## config.mk

```make
export PLATFORM = sky130hd
export DESIGN_NAME = snake_top
export DESIGN_NICKNAME = d
export VERILOG_FILES = /design/src/verilog/snake_pkg.sv /design/src/verilog/snake_control.sv /design/src/verilog/snake_body.sv /design/src/verilog/snake_head.sv /design/src/verilog/snake_food.sv /design/src/verilog/snake_draw.sv /design/src/verilog/snake_top.sv
export SDC_FILE = /design/constraint.sdc
export NUM_CORES = 1
export LEC_CHECK = 0
export BUFFER_PORTS_ARGS = -buffer_cell sky130_fd_sc_hd__buf_2
export CAP_MARGIN = 5
export CORE_MARGIN = 1
export CORE_UTILIZATION = 43
export CTS_CLUSTER_SIZE = 10
export DETAILED_ROUTE_END_ITERATION = 8
export SLEW_MARGIN = 25
export SYNTH_ARGS = -nofsm -noshare
export SYNTH_HDL_FRONTEND = slang
export SYNTH_SLANG_ARGS = --single-unit
```

## constraint.sdc

```tcl
create_clock -name clk -period 5.6 [get_ports clk]
set_input_delay 1.68 -clock clk [delete_from_list [all_inputs] [get_ports clk]]
set_output_delay 1.68 -clock clk [all_outputs]
set_load 0.1 [all_outputs]
```

## src/verilog/snake_pkg.sv

```systemverilog
package snake_pkg;

	// ~~~~~~~~~~~~~~~~~~~~~~~~~~~~~~~~~~~~~~~~~~~~~~~~~~
	// grid and colour types
	// ~~~~~~~~~~~~~~~~~~~~~~~~~~~~~~~~~~~~~~~~~~~~~~~~~~

	typedef logic [4:0] coord_t; // one axis of the 32 x 32 cell grid.
	typedef logic [2:0] colour_t;

	typedef enum logic [1:0] {
		dir_up    = 2'd0,
		dir_down  = 2'd1,
		dir_left  = 2'd2,
		dir_right = 2'd3
	} dir_t;

	localparam colour_t colour_head  = 3'b100;
	localparam colour_t colour_food  = 3'b010;
	localparam colour_t colour_black = 3'b000;

	// last cell index on either axis.
	localparam coord_t grid_max = 5'd31;

	// ~~~~~~~~~~~~~~~~~~~~~~~~~~~~~~~~~~~~~~~~~~~~~~~~~~
	// start of a game
	// ~~~~~~~~~~~~~~~~~~~~~~~~~~~~~~~~~~~~~~~~~~~~~~~~~~

	localparam logic [6:0] init_length = 7'd3;

	// head at (16,16); the body trails to the left, (15,16) then (14,16).
	localparam coord_t start_x = 5'd16;
	localparam coord_t start_y = 5'd16;

endpackage

```

## src/verilog/snake_control.sv

```systemverilog
`timescale 1ns/1ps

module snake_control #(
	parameter int max_len = 64
) (
	input  logic       clk,
	input  logic       rst,
	input  logic       clear_done,
	input  logic       step,
	input  logic       is_dead,
	input  logic       length_inc,
	input  logic       at_first,
	output logic       ld_head,
	output logic       ld_q_def,
	output logic       inc_address,
	output logic       rst_address,
	output logic       ld_head_into_prev,
	output logic       ld_q_into_curr,
	output logic       ld_prev_into_q,
	output logic       ld_curr_into_prev,
	output logic       update_head,
	output logic       eat_check,
	output logic       draw_q,
	output logic       draw_curr,
	output logic       draw_food,
	output logic [3:0] cnt_status
);
	import snake_pkg::*;

	localparam int len_w = $clog2(max_len) + 1;

	localparam logic [4:0]
		s_wait_clear   = 5'd0,
		s_ld_head      = 5'd1,
		s_ld_def       = 5'd2,
		s_clock1       = 5'd3,
		s_inc1         = 5'd4,
		s_rst1         = 5'd5,
		s_clock2       = 5'd6,
		s_draw_body    = 5'd7,
		s_inc2         = 5'd8,
		s_rst2         = 5'd9,
		s_draw_food    = 5'd10,
		s_rst4         = 5'd11,
		s_update_head  = 5'd12,
		s_ld_head_prev = 5'd13,
		s_eat_check    = 5'd14,
		s_ld_q_curr    = 5'd15,
		s_ld_prev_q    = 5'd16,
		s_clock3       = 5'd17,
		s_ld_curr_prev = 5'd18,
		s_clock4       = 5'd19,
		s_rst3         = 5'd20,
		s_wait_step    = 5'd21,
		s_draw_curr    = 5'd22;

	logic [4:0]       state, next_state;
	logic [len_w-1:0] seg_cnt;
	logic [len_w-1:0] length;
	logic [3:0]       draw_cnt;
	logic             grew; // the last shift kept its tail.
	logic             more_seg, more_pix;

	assign more_seg = seg_cnt < length - 1'b1;
	assign more_pix = draw_cnt < 4'd15;

	always_comb begin
		case (state)
			s_wait_clear:   next_state = (clear_done && at_first) ? s_ld_head : s_wait_clear;
			s_ld_head:      next_state = s_ld_def;
			s_ld_def:       next_state = s_clock1;
			s_clock1:       next_state = s_inc1;
			s_inc1:         next_state = more_seg ? s_ld_def : s_rst1;
			s_rst1:         next_state = s_clock2;
			s_clock2:       next_state = s_draw_body;
			s_draw_body:    next_state = more_pix ? s_draw_body : s_inc2;
			s_inc2:         next_state = more_seg ? s_clock2 : s_rst2;
			s_rst2:         next_state = s_draw_food;
			s_draw_food:    next_state = more_pix ? s_draw_food : s_rst4;
			s_rst4:         next_state = s_update_head;
			s_update_head:  next_state = s_ld_head_prev;
			s_ld_head_prev: next_state = s_eat_check;
			s_eat_check:    next_state = s_ld_q_curr;
			s_ld_q_curr:    next_state = s_ld_prev_q;
			s_ld_prev_q:    next_state = s_clock3;
			s_clock3:       next_state = s_ld_curr_prev;
			s_ld_curr_prev: next_state = more_seg ? s_clock4 : s_rst3;
			s_clock4:       next_state = s_ld_q_curr;
			s_rst3:         next_state = s_wait_step;
			// a grown snake leaves its tail in place, so there is nothing to erase.
			s_wait_step:    next_state = step ? (grew ? s_rst1 : s_draw_curr) : s_wait_step;
			s_draw_curr:    next_state = more_pix ? s_draw_curr : s_rst1;
			default:        next_state = s_wait_clear;
		endcase
		if (is_dead && state != s_wait_clear)
			next_state = s_wait_clear;
	end

	always_ff @(posedge clk, negedge rst) begin
		if (!rst) begin
			state <= s_wait_clear;
			seg_cnt <= '0;
			draw_cnt <= '0;
			length <= len_w'(init_length);
			grew <= 1'b0;
		end else begin
			state <= next_state;
			if (state == s_wait_clear || state == s_rst1 || state == s_rst2 ||
					state == s_rst3 || state == s_rst4) begin
				seg_cnt <= '0;
				draw_cnt <= '0;
			end
			if (state == s_inc1 || state == s_inc2 || state == s_ld_curr_prev) begin
				seg_cnt <= seg_cnt + 1'b1;
				draw_cnt <= '0;
			end
			if (state == s_draw_body || state == s_draw_food || state == s_draw_curr)
				draw_cnt <= draw_cnt + 1'b1;

			if (state == s_ld_head) begin
				length <= len_w'(init_length); // new game.
				grew <= 1'b0;
			end else if (length_inc && length < len_w'(max_len)) begin
				length <= length + 1'b1;
				grew <= 1'b1;
			end else if (state == s_wait_step && step) begin
				grew <= 1'b0;
			end
		end
	end

	// ~~~~~~~~~~~~~~~~~~~~~~~~~~~~~~~~~~~~~~~~~~~~~~~~~~
	// strobes
	// ~~~~~~~~~~~~~~~~~~~~~~~~~~~~~~~~~~~~~~~~~~~~~~~~~~

	always_comb begin
		ld_head = 1'b0;
		ld_q_def = 1'b0;
		inc_address = 1'b0;
		rst_address = 1'b0;
		ld_head_into_prev = 1'b0;
		ld_q_into_curr = 1'b0;
		ld_prev_into_q = 1'b0;
		ld_curr_into_prev = 1'b0;
		update_head = 1'b0;
		eat_check = 1'b0;
		draw_q = 1'b0;
		draw_curr = 1'b0;
		draw_food = 1'b0;
		cnt_status = 4'd0;
		case (state)
			s_wait_clear:   rst_address = 1'b1;
			s_ld_head:      ld_head = 1'b1;
			s_ld_def:       ld_q_def = 1'b1;
			s_inc1,
			s_inc2:         inc_address = 1'b1;
			s_rst1,
			s_rst2,
			s_rst3,
			s_rst4:         rst_address = 1'b1;
			s_draw_body: begin
				draw_q = 1'b1;
				cnt_status = draw_cnt;
			end
			s_draw_food: begin
				draw_food = 1'b1;
				cnt_status = draw_cnt;
			end
			s_draw_curr: begin
				draw_curr = 1'b1;
				cnt_status = draw_cnt;
			end
			s_update_head:  update_head = 1'b1;
			s_ld_head_prev: ld_head_into_prev = 1'b1;
			s_eat_check:    eat_check = 1'b1;
			s_ld_q_curr:    ld_q_into_curr = 1'b1;
			s_ld_prev_q:    ld_prev_into_q = 1'b1;
			s_ld_curr_prev: begin
				ld_curr_into_prev = 1'b1;
				inc_address = 1'b1;
			end
			default: ;
		endcase
	end

endmodule

```

## src/verilog/snake_body.sv

```systemverilog
`timescale 1ns/1ps

module snake_body #(
	parameter int max_len = 64
) (
	input  logic              clk,
	input  logic              rst,
	input  logic              ld_head,
	input  logic              ld_q_def,
	input  logic              inc_address,
	input  logic              rst_address,
	input  logic              ld_head_into_prev,
	input  logic              ld_q_into_curr,
	input  logic              ld_prev_into_q,
	input  logic              ld_curr_into_prev,
	input  snake_pkg::coord_t new_head_x,
	input  snake_pkg::coord_t new_head_y,
	output snake_pkg::coord_t head_x,
	output snake_pkg::coord_t head_y,
	output snake_pkg::coord_t q_x,
	output snake_pkg::coord_t q_y,
	output snake_pkg::coord_t curr_x,
	output snake_pkg::coord_t curr_y,
	output logic              at_first
);
	import snake_pkg::*;

	localparam int addr_w = $clog2(max_len);

	// address 0 holds the head, the tail sits at length-1.
	coord_t mem_x [max_len];
	coord_t mem_y [max_len];

	logic [addr_w-1:0] address;
	coord_t            prev_x, prev_y;

	always_ff @(posedge clk, negedge rst) begin
		if (!rst)
			address <= '0;
		else if (rst_address)
			address <= '0;
		else if (inc_address)
			address <= address + 1'b1;
	end

	assign at_first = (address == '0);

	// synchronous read into q, one cycle behind the address.
	always_ff @(posedge clk) begin
		q_x <= mem_x[address];
		q_y <= mem_y[address];
		if (ld_q_def) begin
			mem_x[address] <= start_x - coord_t'(address); // default body runs leftward.
			mem_y[address] <= start_y;
		end else if (ld_prev_into_q) begin
			mem_x[address] <= prev_x;
			mem_y[address] <= prev_y;
		end
	end

	// ~~~~~~~~~~~~~~~~~~~~~~~~~~~~~~~~~~~~~~~~~~~~~~~~~~
	// head, prev and curr shuffle
	// ~~~~~~~~~~~~~~~~~~~~~~~~~~~~~~~~~~~~~~~~~~~~~~~~~~

	always_ff @(posedge clk) begin
		if (ld_head) begin
			head_x <= start_x;
			head_y <= start_y;
		end else if (ld_head_into_prev) begin
			head_x <= new_head_x;
			head_y <= new_head_y;
		end
		if (ld_head_into_prev) begin
			prev_x <= new_head_x; // the new head enters at address 0.
			prev_y <= new_head_y;
		end else if (ld_curr_into_prev) begin
			prev_x <= curr_x;
			prev_y <= curr_y;
		end
		if (ld_q_into_curr) begin
			curr_x <= q_x;
			curr_y <= q_y;
		end
	end

endmodule

```

## src/verilog/snake_head.sv

```systemverilog
`timescale 1ns/1ps

module snake_head (
	input  logic              clk,
	input  logic              rst,
	input  logic              clear_done,
	input  logic              step,
	input  snake_pkg::dir_t   dir,
	input  logic              update_head,
	input  logic              draw_q,
	input  snake_pkg::coord_t head_x,
	input  snake_pkg::coord_t head_y,
	input  snake_pkg::coord_t q_x,
	input  snake_pkg::coord_t q_y,
	output snake_pkg::coord_t new_head_x,
	output snake_pkg::coord_t new_head_y,
	output logic              dead
);
	import snake_pkg::*;

	dir_t   heading;
	coord_t next_x, next_y;
	logic   wall_hit, self_hit, reversal, restart;
	logic   first_cell, draw_q_d;

	// up/down and left/right differ only in bit 0.
	assign reversal = (dir[1] == heading[1]) && (dir[0] != heading[0]);
	assign restart = clear_done && dead;

	always_comb begin
		next_x = head_x;
		next_y = head_y;
		wall_hit = 1'b0;
		case (heading)
			dir_up: begin
				next_y = head_y - 1'b1;
				wall_hit = (head_y == '0);
			end
			dir_down: begin
				next_y = head_y + 1'b1;
				wall_hit = (head_y == grid_max);
			end
			dir_left: begin
				next_x = head_x - 1'b1;
				wall_hit = (head_x == '0);
			end
			default: begin
				next_x = head_x + 1'b1;
				wall_hit = (head_x == grid_max);
			end
		endcase
	end

	// the first cell of a draw pass is the head itself.
	assign self_hit = draw_q && !first_cell && head_x == q_x && head_y == q_y;

	always_ff @(posedge clk, negedge rst) begin
		if (!rst) begin
			heading <= dir_right;
			dead <= 1'b0;
			first_cell <= 1'b1;
			draw_q_d <= 1'b0;
		end else begin
			draw_q_d <= draw_q;
			if (restart)
				heading <= dir_right;
			else if (step && !reversal)
				heading <= dir; // takes effect at the next head update.
			if (update_head || restart)
				first_cell <= 1'b1;
			else if (draw_q_d && !draw_q)
				first_cell <= 1'b0;
			if (restart)
				dead <= 1'b0;
			else if ((update_head && wall_hit) || self_hit)
				dead <= 1'b1;
		end
	end

	always_ff @(posedge clk) begin
		if (update_head) begin
			new_head_x <= next_x;
			new_head_y <= next_y;
		end
	end

endmodule

```

## src/verilog/snake_food.sv

```systemverilog
`timescale 1ns/1ps

module snake_food (
	input  logic              clk,
	input  logic              rst,
	input  logic              eat_check,
	input  snake_pkg::coord_t head_x,
	input  snake_pkg::coord_t head_y,
	output snake_pkg::coord_t food_x,
	output snake_pkg::coord_t food_y,
	output logic              length_inc
);
	import snake_pkg::*;

	localparam logic [9:0] lfsr_seed = 10'h2a5;

	logic [9:0] lfsr;

	// x^10 + x^7 + 1, free running.
	always_ff @(posedge clk, negedge rst) begin
		if (!rst)
			lfsr <= lfsr_seed;
		else
			lfsr <= {lfsr[8:0], lfsr[9] ^ lfsr[6]};
	end

	assign length_inc = eat_check && head_x == food_x && head_y == food_y;

	always_ff @(posedge clk, negedge rst) begin
		if (!rst) begin
			food_x <= coord_t'(lfsr_seed[9:5]);
			food_y <= coord_t'(lfsr_seed[4:0]);
		end else if (length_inc) begin
			food_x <= coord_t'(lfsr[9:5]); // eaten, place a new one.
			food_y <= coord_t'(lfsr[4:0]);
		end
	end

endmodule

```

## src/verilog/snake_draw.sv

```systemverilog
`timescale 1ns/1ps

module snake_draw (
	input  logic               clk,
	input  logic               rst,
	input  logic               draw_q,
	input  logic               draw_curr,
	input  logic               draw_food,
	input  logic [3:0]         cnt_status,
	input  logic               at_first,
	input  snake_pkg::coord_t  q_x,
	input  snake_pkg::coord_t  q_y,
	input  snake_pkg::coord_t  curr_x,
	input  snake_pkg::coord_t  curr_y,
	input  snake_pkg::coord_t  food_x,
	input  snake_pkg::coord_t  food_y,
	input  snake_pkg::colour_t body_colour,
	output logic               plot,
	output logic [6:0]         plot_x,
	output logic [6:0]         plot_y,
	output snake_pkg::colour_t plot_colour
);
	import snake_pkg::*;

	coord_t  cell_x, cell_y;
	colour_t colour;

	always_comb begin
		cell_x = q_x;
		cell_y = q_y;
		colour = at_first ? colour_head : body_colour;
		if (draw_curr) begin
			cell_x = curr_x; // erase the old tail.
			cell_y = curr_y;
			colour = colour_black;
		end else if (draw_food) begin
			cell_x = food_x;
			cell_y = food_y;
			colour = colour_food;
		end
	end

	// low bits of the count walk the 4 x 4 block, row by row.
	always_ff @(posedge clk, negedge rst) begin
		if (!rst) begin
			plot <= 1'b0;
			plot_x <= '0;
			plot_y <= '0;
			plot_colour <= colour_black;
		end else begin
			plot <= draw_q || draw_curr || draw_food;
			plot_x <= {cell_x, cnt_status[1:0]};
			plot_y <= {cell_y, cnt_status[3:2]};
			plot_colour <= colour;
		end
	end

endmodule

```

## src/verilog/snake_top.sv

```systemverilog
`timescale 1ns/1ps

module snake_top #(
	parameter int max_len = 64
) (
	input  logic               clk,
	input  logic               rst,
	input  logic               clear_done,
	input  logic               step,
	input  snake_pkg::dir_t    dir,
	input  snake_pkg::colour_t body_colour,
	output logic               plot,
	output logic [6:0]         plot_x,
	output logic [6:0]         plot_y,
	output snake_pkg::colour_t plot_colour,
	output logic               dead
);
	import snake_pkg::*;

	logic       ld_head, ld_q_def, inc_address, rst_address;
	logic       ld_head_into_prev, ld_q_into_curr, ld_prev_into_q, ld_curr_into_prev;
	logic       update_head, eat_check, draw_q, draw_curr, draw_food;
	logic [3:0] cnt_status;
	logic       at_first, length_inc;
	coord_t     head_x, head_y, q_x, q_y, curr_x, curr_y;
	coord_t     new_head_x, new_head_y, food_x, food_y;

	snake_control #(.max_len(max_len)) u_control (
		.clk(clk), .rst(rst), .clear_done(clear_done), .step(step),
		.is_dead(dead), .length_inc(length_inc), .at_first(at_first),
		.ld_head(ld_head), .ld_q_def(ld_q_def),
		.inc_address(inc_address), .rst_address(rst_address),
		.ld_head_into_prev(ld_head_into_prev), .ld_q_into_curr(ld_q_into_curr),
		.ld_prev_into_q(ld_prev_into_q), .ld_curr_into_prev(ld_curr_into_prev),
		.update_head(update_head), .eat_check(eat_check),
		.draw_q(draw_q), .draw_curr(draw_curr), .draw_food(draw_food),
		.cnt_status(cnt_status)
	);

	snake_body #(.max_len(max_len)) u_body (
		.clk(clk), .rst(rst), .ld_head(ld_head), .ld_q_def(ld_q_def),
		.inc_address(inc_address), .rst_address(rst_address),
		.ld_head_into_prev(ld_head_into_prev), .ld_q_into_curr(ld_q_into_curr),
		.ld_prev_into_q(ld_prev_into_q), .ld_curr_into_prev(ld_curr_into_prev),
		.new_head_x(new_head_x), .new_head_y(new_head_y),
		.head_x(head_x), .head_y(head_y), .q_x(q_x), .q_y(q_y),
		.curr_x(curr_x), .curr_y(curr_y), .at_first(at_first)
	);

	snake_head u_head (
		.clk(clk), .rst(rst), .clear_done(clear_done), .step(step), .dir(dir),
		.update_head(update_head), .draw_q(draw_q),
		.head_x(head_x), .head_y(head_y), .q_x(q_x), .q_y(q_y),
		.new_head_x(new_head_x), .new_head_y(new_head_y), .dead(dead)
	);

	snake_food u_food (
		.clk(clk), .rst(rst), .eat_check(eat_check),
		.head_x(head_x), .head_y(head_y),
		.food_x(food_x), .food_y(food_y), .length_inc(length_inc)
	);

	snake_draw u_draw (
		.clk(clk), .rst(rst), .draw_q(draw_q), .draw_curr(draw_curr),
		.draw_food(draw_food), .cnt_status(cnt_status), .at_first(at_first),
		.q_x(q_x), .q_y(q_y), .curr_x(curr_x), .curr_y(curr_y),
		.food_x(food_x), .food_y(food_y), .body_colour(body_colour),
		.plot(plot), .plot_x(plot_x), .plot_y(plot_y), .plot_colour(plot_colour)
	);

endmodule

```

== Word-level counts from Yosys, hierarchy flattened ==
Memory sizes are Yosys's and may differ from the RTL's. A register that Yosys moved wholly into a read port is not among the register bits.
Cells that the tools add are included.

* Add/subtract/negate cells: 10
* $lt $le $gt $ge: 3
* Eq/ne operators: 32
* Muxes and demuxes: 64
* Bitwise operators: 3
* Reduce and logical (&&, ||, !) cells: 49

{| class="wikitable"
|+ Operators by type and width
! cell !! count
|-
| $pmux 5 s22 || 1
|-
| $mux 5 || 14
|-
| $eq 5x5->1 const B || 9
|-
| $eq 5x4->1 const B || 8
|-
| $mux 7 || 4
|-
| $mux 1 || 27
|-
| $mux 4 || 6
|-
| $eq 5x3->1 const B || 4
|-
| $eq 5x5->1 || 4
|-
| $pmux 5 s2 || 2
|-
| $logic_not 5->1 || 3
|-
| $mux 3 || 5
|-
| $add 7x1->7 const B || 2
|-
| $logic_and 1x1->1 || 14
|-
| $reduce_bool 2->1 || 7
|-
| $logic_or 1x1->1 || 12
|-
| $mux 6 || 2
|-
| $add 5x1->5 const B || 2
|-
| $eq 5x2->1 const B || 2
|-
| $sub 5x1->5 const B || 2
|-
| $lt 7x7->1 || 1
|-
| $lt 7x7->1 const B || 1
|-
| $sub 7x1->7 const B || 1
|-
| $add 6x1->6 const B || 1
|-
| other kinds (20) || 27
|}

* Flip-flop bits (word level): 113
* Memory bits (writable): 640
* Input bits: 9
* Output and inout bits: 19
* Logic and storage cells: 188
* Memories: 2

{| class="wikitable"
|+ Memories
! memory !! words !! width !! rd ports !! clocked after memory_dff !! write ports !! RTL line !! source
|-
| u_body.mem_x || 64 || 5 || 1 || 1 || 1 || snake_body.sv:31 || <nowiki>coord_t mem_x [max_len];</nowiki>
|-
| u_body.mem_y || 64 || 5 || 1 || 1 || 1 || snake_body.sv:32 || <nowiki>coord_t mem_y [max_len];</nowiki>
|}

== Depth between registers and ports, before layout ==
* Depth in word-level cells: 8
* Mapped depth: 11
* Depth with buffers taken out: 11

== Modules after synthesis ==
From an unflattened synthesis, not the netlist that was laid out.

* Cell total of the unflattened synthesis: 2,009
* Area, all modules: 31,152.4 um2

{| class="wikitable"
|+ Modules (own cells, without submodules)
! module !! times used !! cells each !! area each (um2) !! sequential area each (um2)
|-
| snake_body || 1 || 1,563 || 26,650.6 || 20,369.5
|-
| snake_control || 1 || 241 || 1,953.1 || 603.1
|-
| snake_head || 1 || 100 || 1,049.8 || 429.2
|-
| snake_food || 1 || 46 || 760.7 || 513.0
|-
| snake_draw || 1 || 59 || 738.2 || 450.4
|}

== Worst setup path before layout ==
Ideal clock, no wire load.

* Kind: register to register
* Start: reg u_body.address[0]
* End: mem u_body.mem_x[0][4] (netlist bit) (data pin)
* Setup time: 549 ps
* Data arrival time: 3,684 ps
* Data required time: 5,051 ps
* Slack: 1,367 ps
* Cell stages (with the launch flop): 10
* Cell sequence: dfrtp_1 -> buf_6 -> buf_6 -> inv_2 -> buf_1 -> clkbuf_1 -> ha_1 -> nand3_1 -> xor2_1 -> a21oi_1

* Longest elaborated chain between the ends: 2

{| class="wikitable"
|+ Ends and longest elaborated chain
! what !! RTL line !! source
|-
| start, declared || snake_body.sv:34 || <nowiki>logic [addr_w-1:0] address;</nowiki>
|-
| start signal, assigned || snake_body.sv:43 || <nowiki>address <= address + 1'b1;</nowiki>
|-
| $sub 5x5->5 || snake_body.sv:53 || <nowiki>mem_x[address] <= start_x - coord_t'(address);</nowiki>
|-
| $mux 5 (no source line) || -- ||
|-
| end, declared || snake_body.sv:31 ||
|}

No other way between the ends.

== Worst setup path in the final report ==
* Start: reg u_control.state[1]
* End: mem u_body.mem_x[45][3] (netlist bit) (data pin)

* Longest elaborated chain between the ends: 6

{| class="wikitable"
|+ Ends and longest elaborated chain
! what !! RTL line !! source
|-
| start, declared || snake_control.sv:57 || <nowiki>logic [4:0] state, next_state;</nowiki>
|-
| start signal, assigned || snake_control.sv:101 || <nowiki>state <= s_wait_clear;</nowiki>
|-
| start signal, assigned || snake_control.sv:107 || <nowiki>state <= next_state;</nowiki>
|-
| $eq 5x5->1 || snake_control.sv:151 || <nowiki>case (state)</nowiki>
|-
| $mux 1 || snake_control.sv:151 ||
|-
| $mux 1 || snake_body.sv:55 || <nowiki>end else if (ld_prev_into_q) begin</nowiki>
|-
| $mux 1 * || snake_body.sv:52 || <nowiki>if (ld_q_def) begin</nowiki>
|-
| $mux 1 (implied by the code) * || snake_body.sv:56 || <nowiki>mem_x[address] <= prev_x;</nowiki>
|-
| $mux 5 (no source line) * || -- ||
|}

Every way passes the cells marked *; elsewhere a longest branch is shown, timed or not.

==> metrics.yaml <==
final.fill_count: 5952
startpoint_type: "register"
p_int_w: 0.00915
netlist.area_leader.share_pct: 64.8
ys.warnings.count: 0
synthCells: 1918
cts.reportedPaths.clkPinSlew_ns: 0.05
ir_drop_mv: 0.236
root_buffer: "clkbuf_16"
post_cts_resized: 0
combPwrFrac_pct: 0.5
grt_pass1_vias: 17900
htreeDepth: 3
syn_area_per_cell_um2: 16.2
vias: 18000
synth-async-reset-ratio_pct: 9.57
synth_area_leaders: "edfxtp_1 65%, mux4_2 4.7%, dfrtp_1 4.7%, mux2_2 2.5%, nand2_1 1.7%"
r2r_end: "u_body.mem_x[45][3]"
r2r-start: "u_control.state[1]"
post-cts-setup-buffer-count: 0
path_cells: "nor4_1 -> nand2_1 -> a21oi_4 -> buf_4"
critPathRequiredTime_ns: 5.97
numCtsBuffers: 88
drtIter0Drc: 2074
path_class: "reg2reg"
hpwl_um: 50500
hold_buffers: 0
setup_viol_count_final: 0
grt-ovfl-total: 0
switchingPower_w: 0.00222
grt_pass1_wl_um: 122000
endpoint: "u_body.mem_x[45][3]"
hold_class: "reg2reg"
p_clk_share_pct: 45.6
dieWidth_um: 271
maxCapViolations: 0
grt_max_degree: 74
ys.flop_type: "edfxtp_1"
ant_nets: 0
crit_start: "u_control.state[1]"
drcViolationCount: 0
synth-seq-area-share_pct: 72.1
synth_cell_types: 74
drt-total-wl_um: 82500
hold_viol: 0
antenna_cells: 0
worst_path_largest_cell_delay_ns: 0.84
worst_pin_slew_ns: 1.09
rsz0062_at_grt: "false"
report.final.slew_viol_count: 0
clk_latency_ns: 0.65
yosysTopAreaCell: "edfxtp_1"
cp_max_fo: 40
dr.pass1.iters: 6
min_period_ns: 3.62
synth_edf_count: 670
ios: 28
antenna_found_initial: 0
clock_path_buffers: 3
dieArea_um2: 73300
num_rows: 98
pwr-share-seq_pct: 53.9
multi_input_area_um2: 8120
die_height_um: 271
swShare_pct: 19.5
cp-end-kind: "register"
r2r_setup_slack_ns: 1.98
r2r_cells: 4
place_ws_ns: 1.97
drive_above_1_share_pct: 19.0
globalRouteTotalUtil_pct: 22.6
clkSinkCount: 763
placement.io_buffers: 27
synth-seq-cells: 763
cellLeakagePower_nw: 10.6
worst_slack_ns: 1.98
syn-num-nets: 1947
relSlewSlack_pct: 27.1
viasPerCell: 6.07
gp_congestion: 0.909
powerDensity_nw_per_um2: 326
post-route-period-util_pct: 64.7
nets: 1989
initial_core_util_pct: 43.4
synth_area_um2: 31000
fin_tns_setup_ns: 0
status: "finished clean"
regArea_um2: 22400
cts_tree: "yes"
fmax_ghz: 0.276
min_from: "u_food.lfsr[1]"
detail_route.wl_per_cell_um: 27.9
fin_skew_ns: 0.0295
slowest_stage: "nor4_1"
coreArea_um2: 71500
synthToLayoutAreaGrowth_pct: 12.2
cp.arrival_ns: 3.99
routing by layer:
| metal | global-route usage [%] | wire, µm |
|---|---|---|
| met2 | 35.2 | 38600 |
| met3 | 4.56 | 7000 |
| met5 | 0 | 0 |
| met1 | 31.6 | 34200 |
| met4 | 7.97 | 2740 |
synth_stat cells (11+ instances only):
master / instances
a221o_1: 22
a21oi_1: 63
clkbuf_1: 59
nand2_1: 139
a22oi_1: 52
ha_1: 18
a221oi_1: 46
dfrtp_1: 58
dfxtp_1: 20
nand4_1: 11
xnor2_1: 19
nor3_1: 24
dfstp_2: 15
o22ai_1: 23
inv_1: 19
and3_1: 16
buf_2: 39
mux2i_1: 39
xor2_1: 27
nor4_1: 12
mux2_2: 68
nor2b_1: 15
mux4_2: 65
nand3_1: 33
nor2_1: 118
o21ai_0: 43
edfxtp_1: 670
through the flow:
step | power, W | utilization, % | instances | instance area [µm²] | hold WS (ns)
after floorplan | 0.00628 | - | 1918 | 31000 | 0.350
after global placement | 0.00630 | 45.0 | 2819 | 32200 | 0.354
after detailed placement | 0.00630 | 45.1 | 2819 | 32200 | 0.365
after CTS | 0.0114 | 48.6 | 2959 | 34800 | 0.377
after global routing | 0.0116 | 48.7 | 2960 | 34800 | 0.398
final | 0.0114 | 48.7 | 2960 | 34800 | 0.377
critical path, delay by kind of cell, from the launching register on:
| kind | cells | cell delay (ns) |
|---|---|---|
| AOI/OAI and AO/OA | 1 | 0.74 |
| buffers and inverters | 1 | 0.52 |
| DFF | 1 | 0.68 |
| and+or+nand+nor | 2 | 1.34 |
cell usage in the layout, fill, tap and decap left out, types with 12 or more instances in the layout:
cell type and instances:
clkbuf_1 42, a221o_1 22, and3_1 12, edfxtp_1 670
nor2_1 87, buf_2 26, o22ai_1 23, a221oi_1 46
o21ai_0 43, dfstp_2 15, nor3_1 24, clkbuf_16 89
buf_4 49, mux2i_1 39, dfrtp_1 55, mux4_2 65
nor2_2 31, a21oi_1 60, xnor2_1 19, nand2_1 139
xor2_1 27, a22oi_1 52, inv_1 19, ha_1 18
dfxtp_1 20, nand3_1 33, mux2_2 68
cells by family (layout without fill, tap and decap cells):
| kind of cell | count (synthesis) | in the layout | synth area share [%] |
|---|---|---|---|
| XOR/XNOR | 46 | 46 | 1.30 |
| multiplexers | 185 | 185 | 9.41 |
| AND/OR/NAND/NOR | 417 | 417 | 6.22 |
| adder cells (fa/ha/maj) | 20 | 20 | 0.855 |
| buffers and inverters | 145 | 237 | 2.21 |
| AO/OA/AOI/OAI | 342 | 342 | 7.95 |
| flip-flops | 763 | 763 | 72.1 |
registers in the layout (all words and copies together) (netlist names), 3 cells and up:
register	count
u_control.state	5
u_control.seg_cnt	7
u_food.lfsr	10
u_body.prev_y	5
u_food.food_x	5
u_body.q_y	5
u_draw.plot_y	7
u_body.curr_y	5
u_head.new_head_y	5
u_draw.plot_x	7
u_head.new_head_x	5
u_body.head_x	5
u_draw.plot_colour	3
u_food.food_y	5
u_body.prev_x	5
u_control.length	7
u_body.curr_x	5
u_body.head_y	5
u_body.mem_x	320
u_body.address	6
u_body.q_x	5
u_control.draw_cnt	4
u_body.mem_y	320
power by group through the flow:
stage                     clock (W)  combinational (W)  sequential [W]
after floorplan                   0          0.0000391         0.00624
after global placement            0          0.0000599         0.00624
after detailed placement          0          0.0000632         0.00624
after CTS                   0.00525          0.0000636         0.00612
after global routing        0.00545          0.0000712         0.00612
final                       0.00518          0.0000625         0.00612
worst min-delay path by stage:
stage | endpoint | depth (start not counted)
3_5_place_dp | u_food.lfsr[2] | 0
4_1_cts | u_food.lfsr[2] | 0
5_1_grt | u_food.lfsr[2] | 0
3_3_place_gp | u_food.lfsr[2] | 0
6_report | u_food.lfsr[2] | 0
2_1_floorplan | u_food.lfsr[4] | 0
cell type report:
class	count	area share, %
sequential	763	64.3
multi-input combinational	1010	23.3
clock buffer	134	6.97
tap	950	3.41
timing repair buffer	76	1.46
clock inverter	6	0.349
inverter	21	0.226
Note: power is estimated with default switching activity, not from simulation.
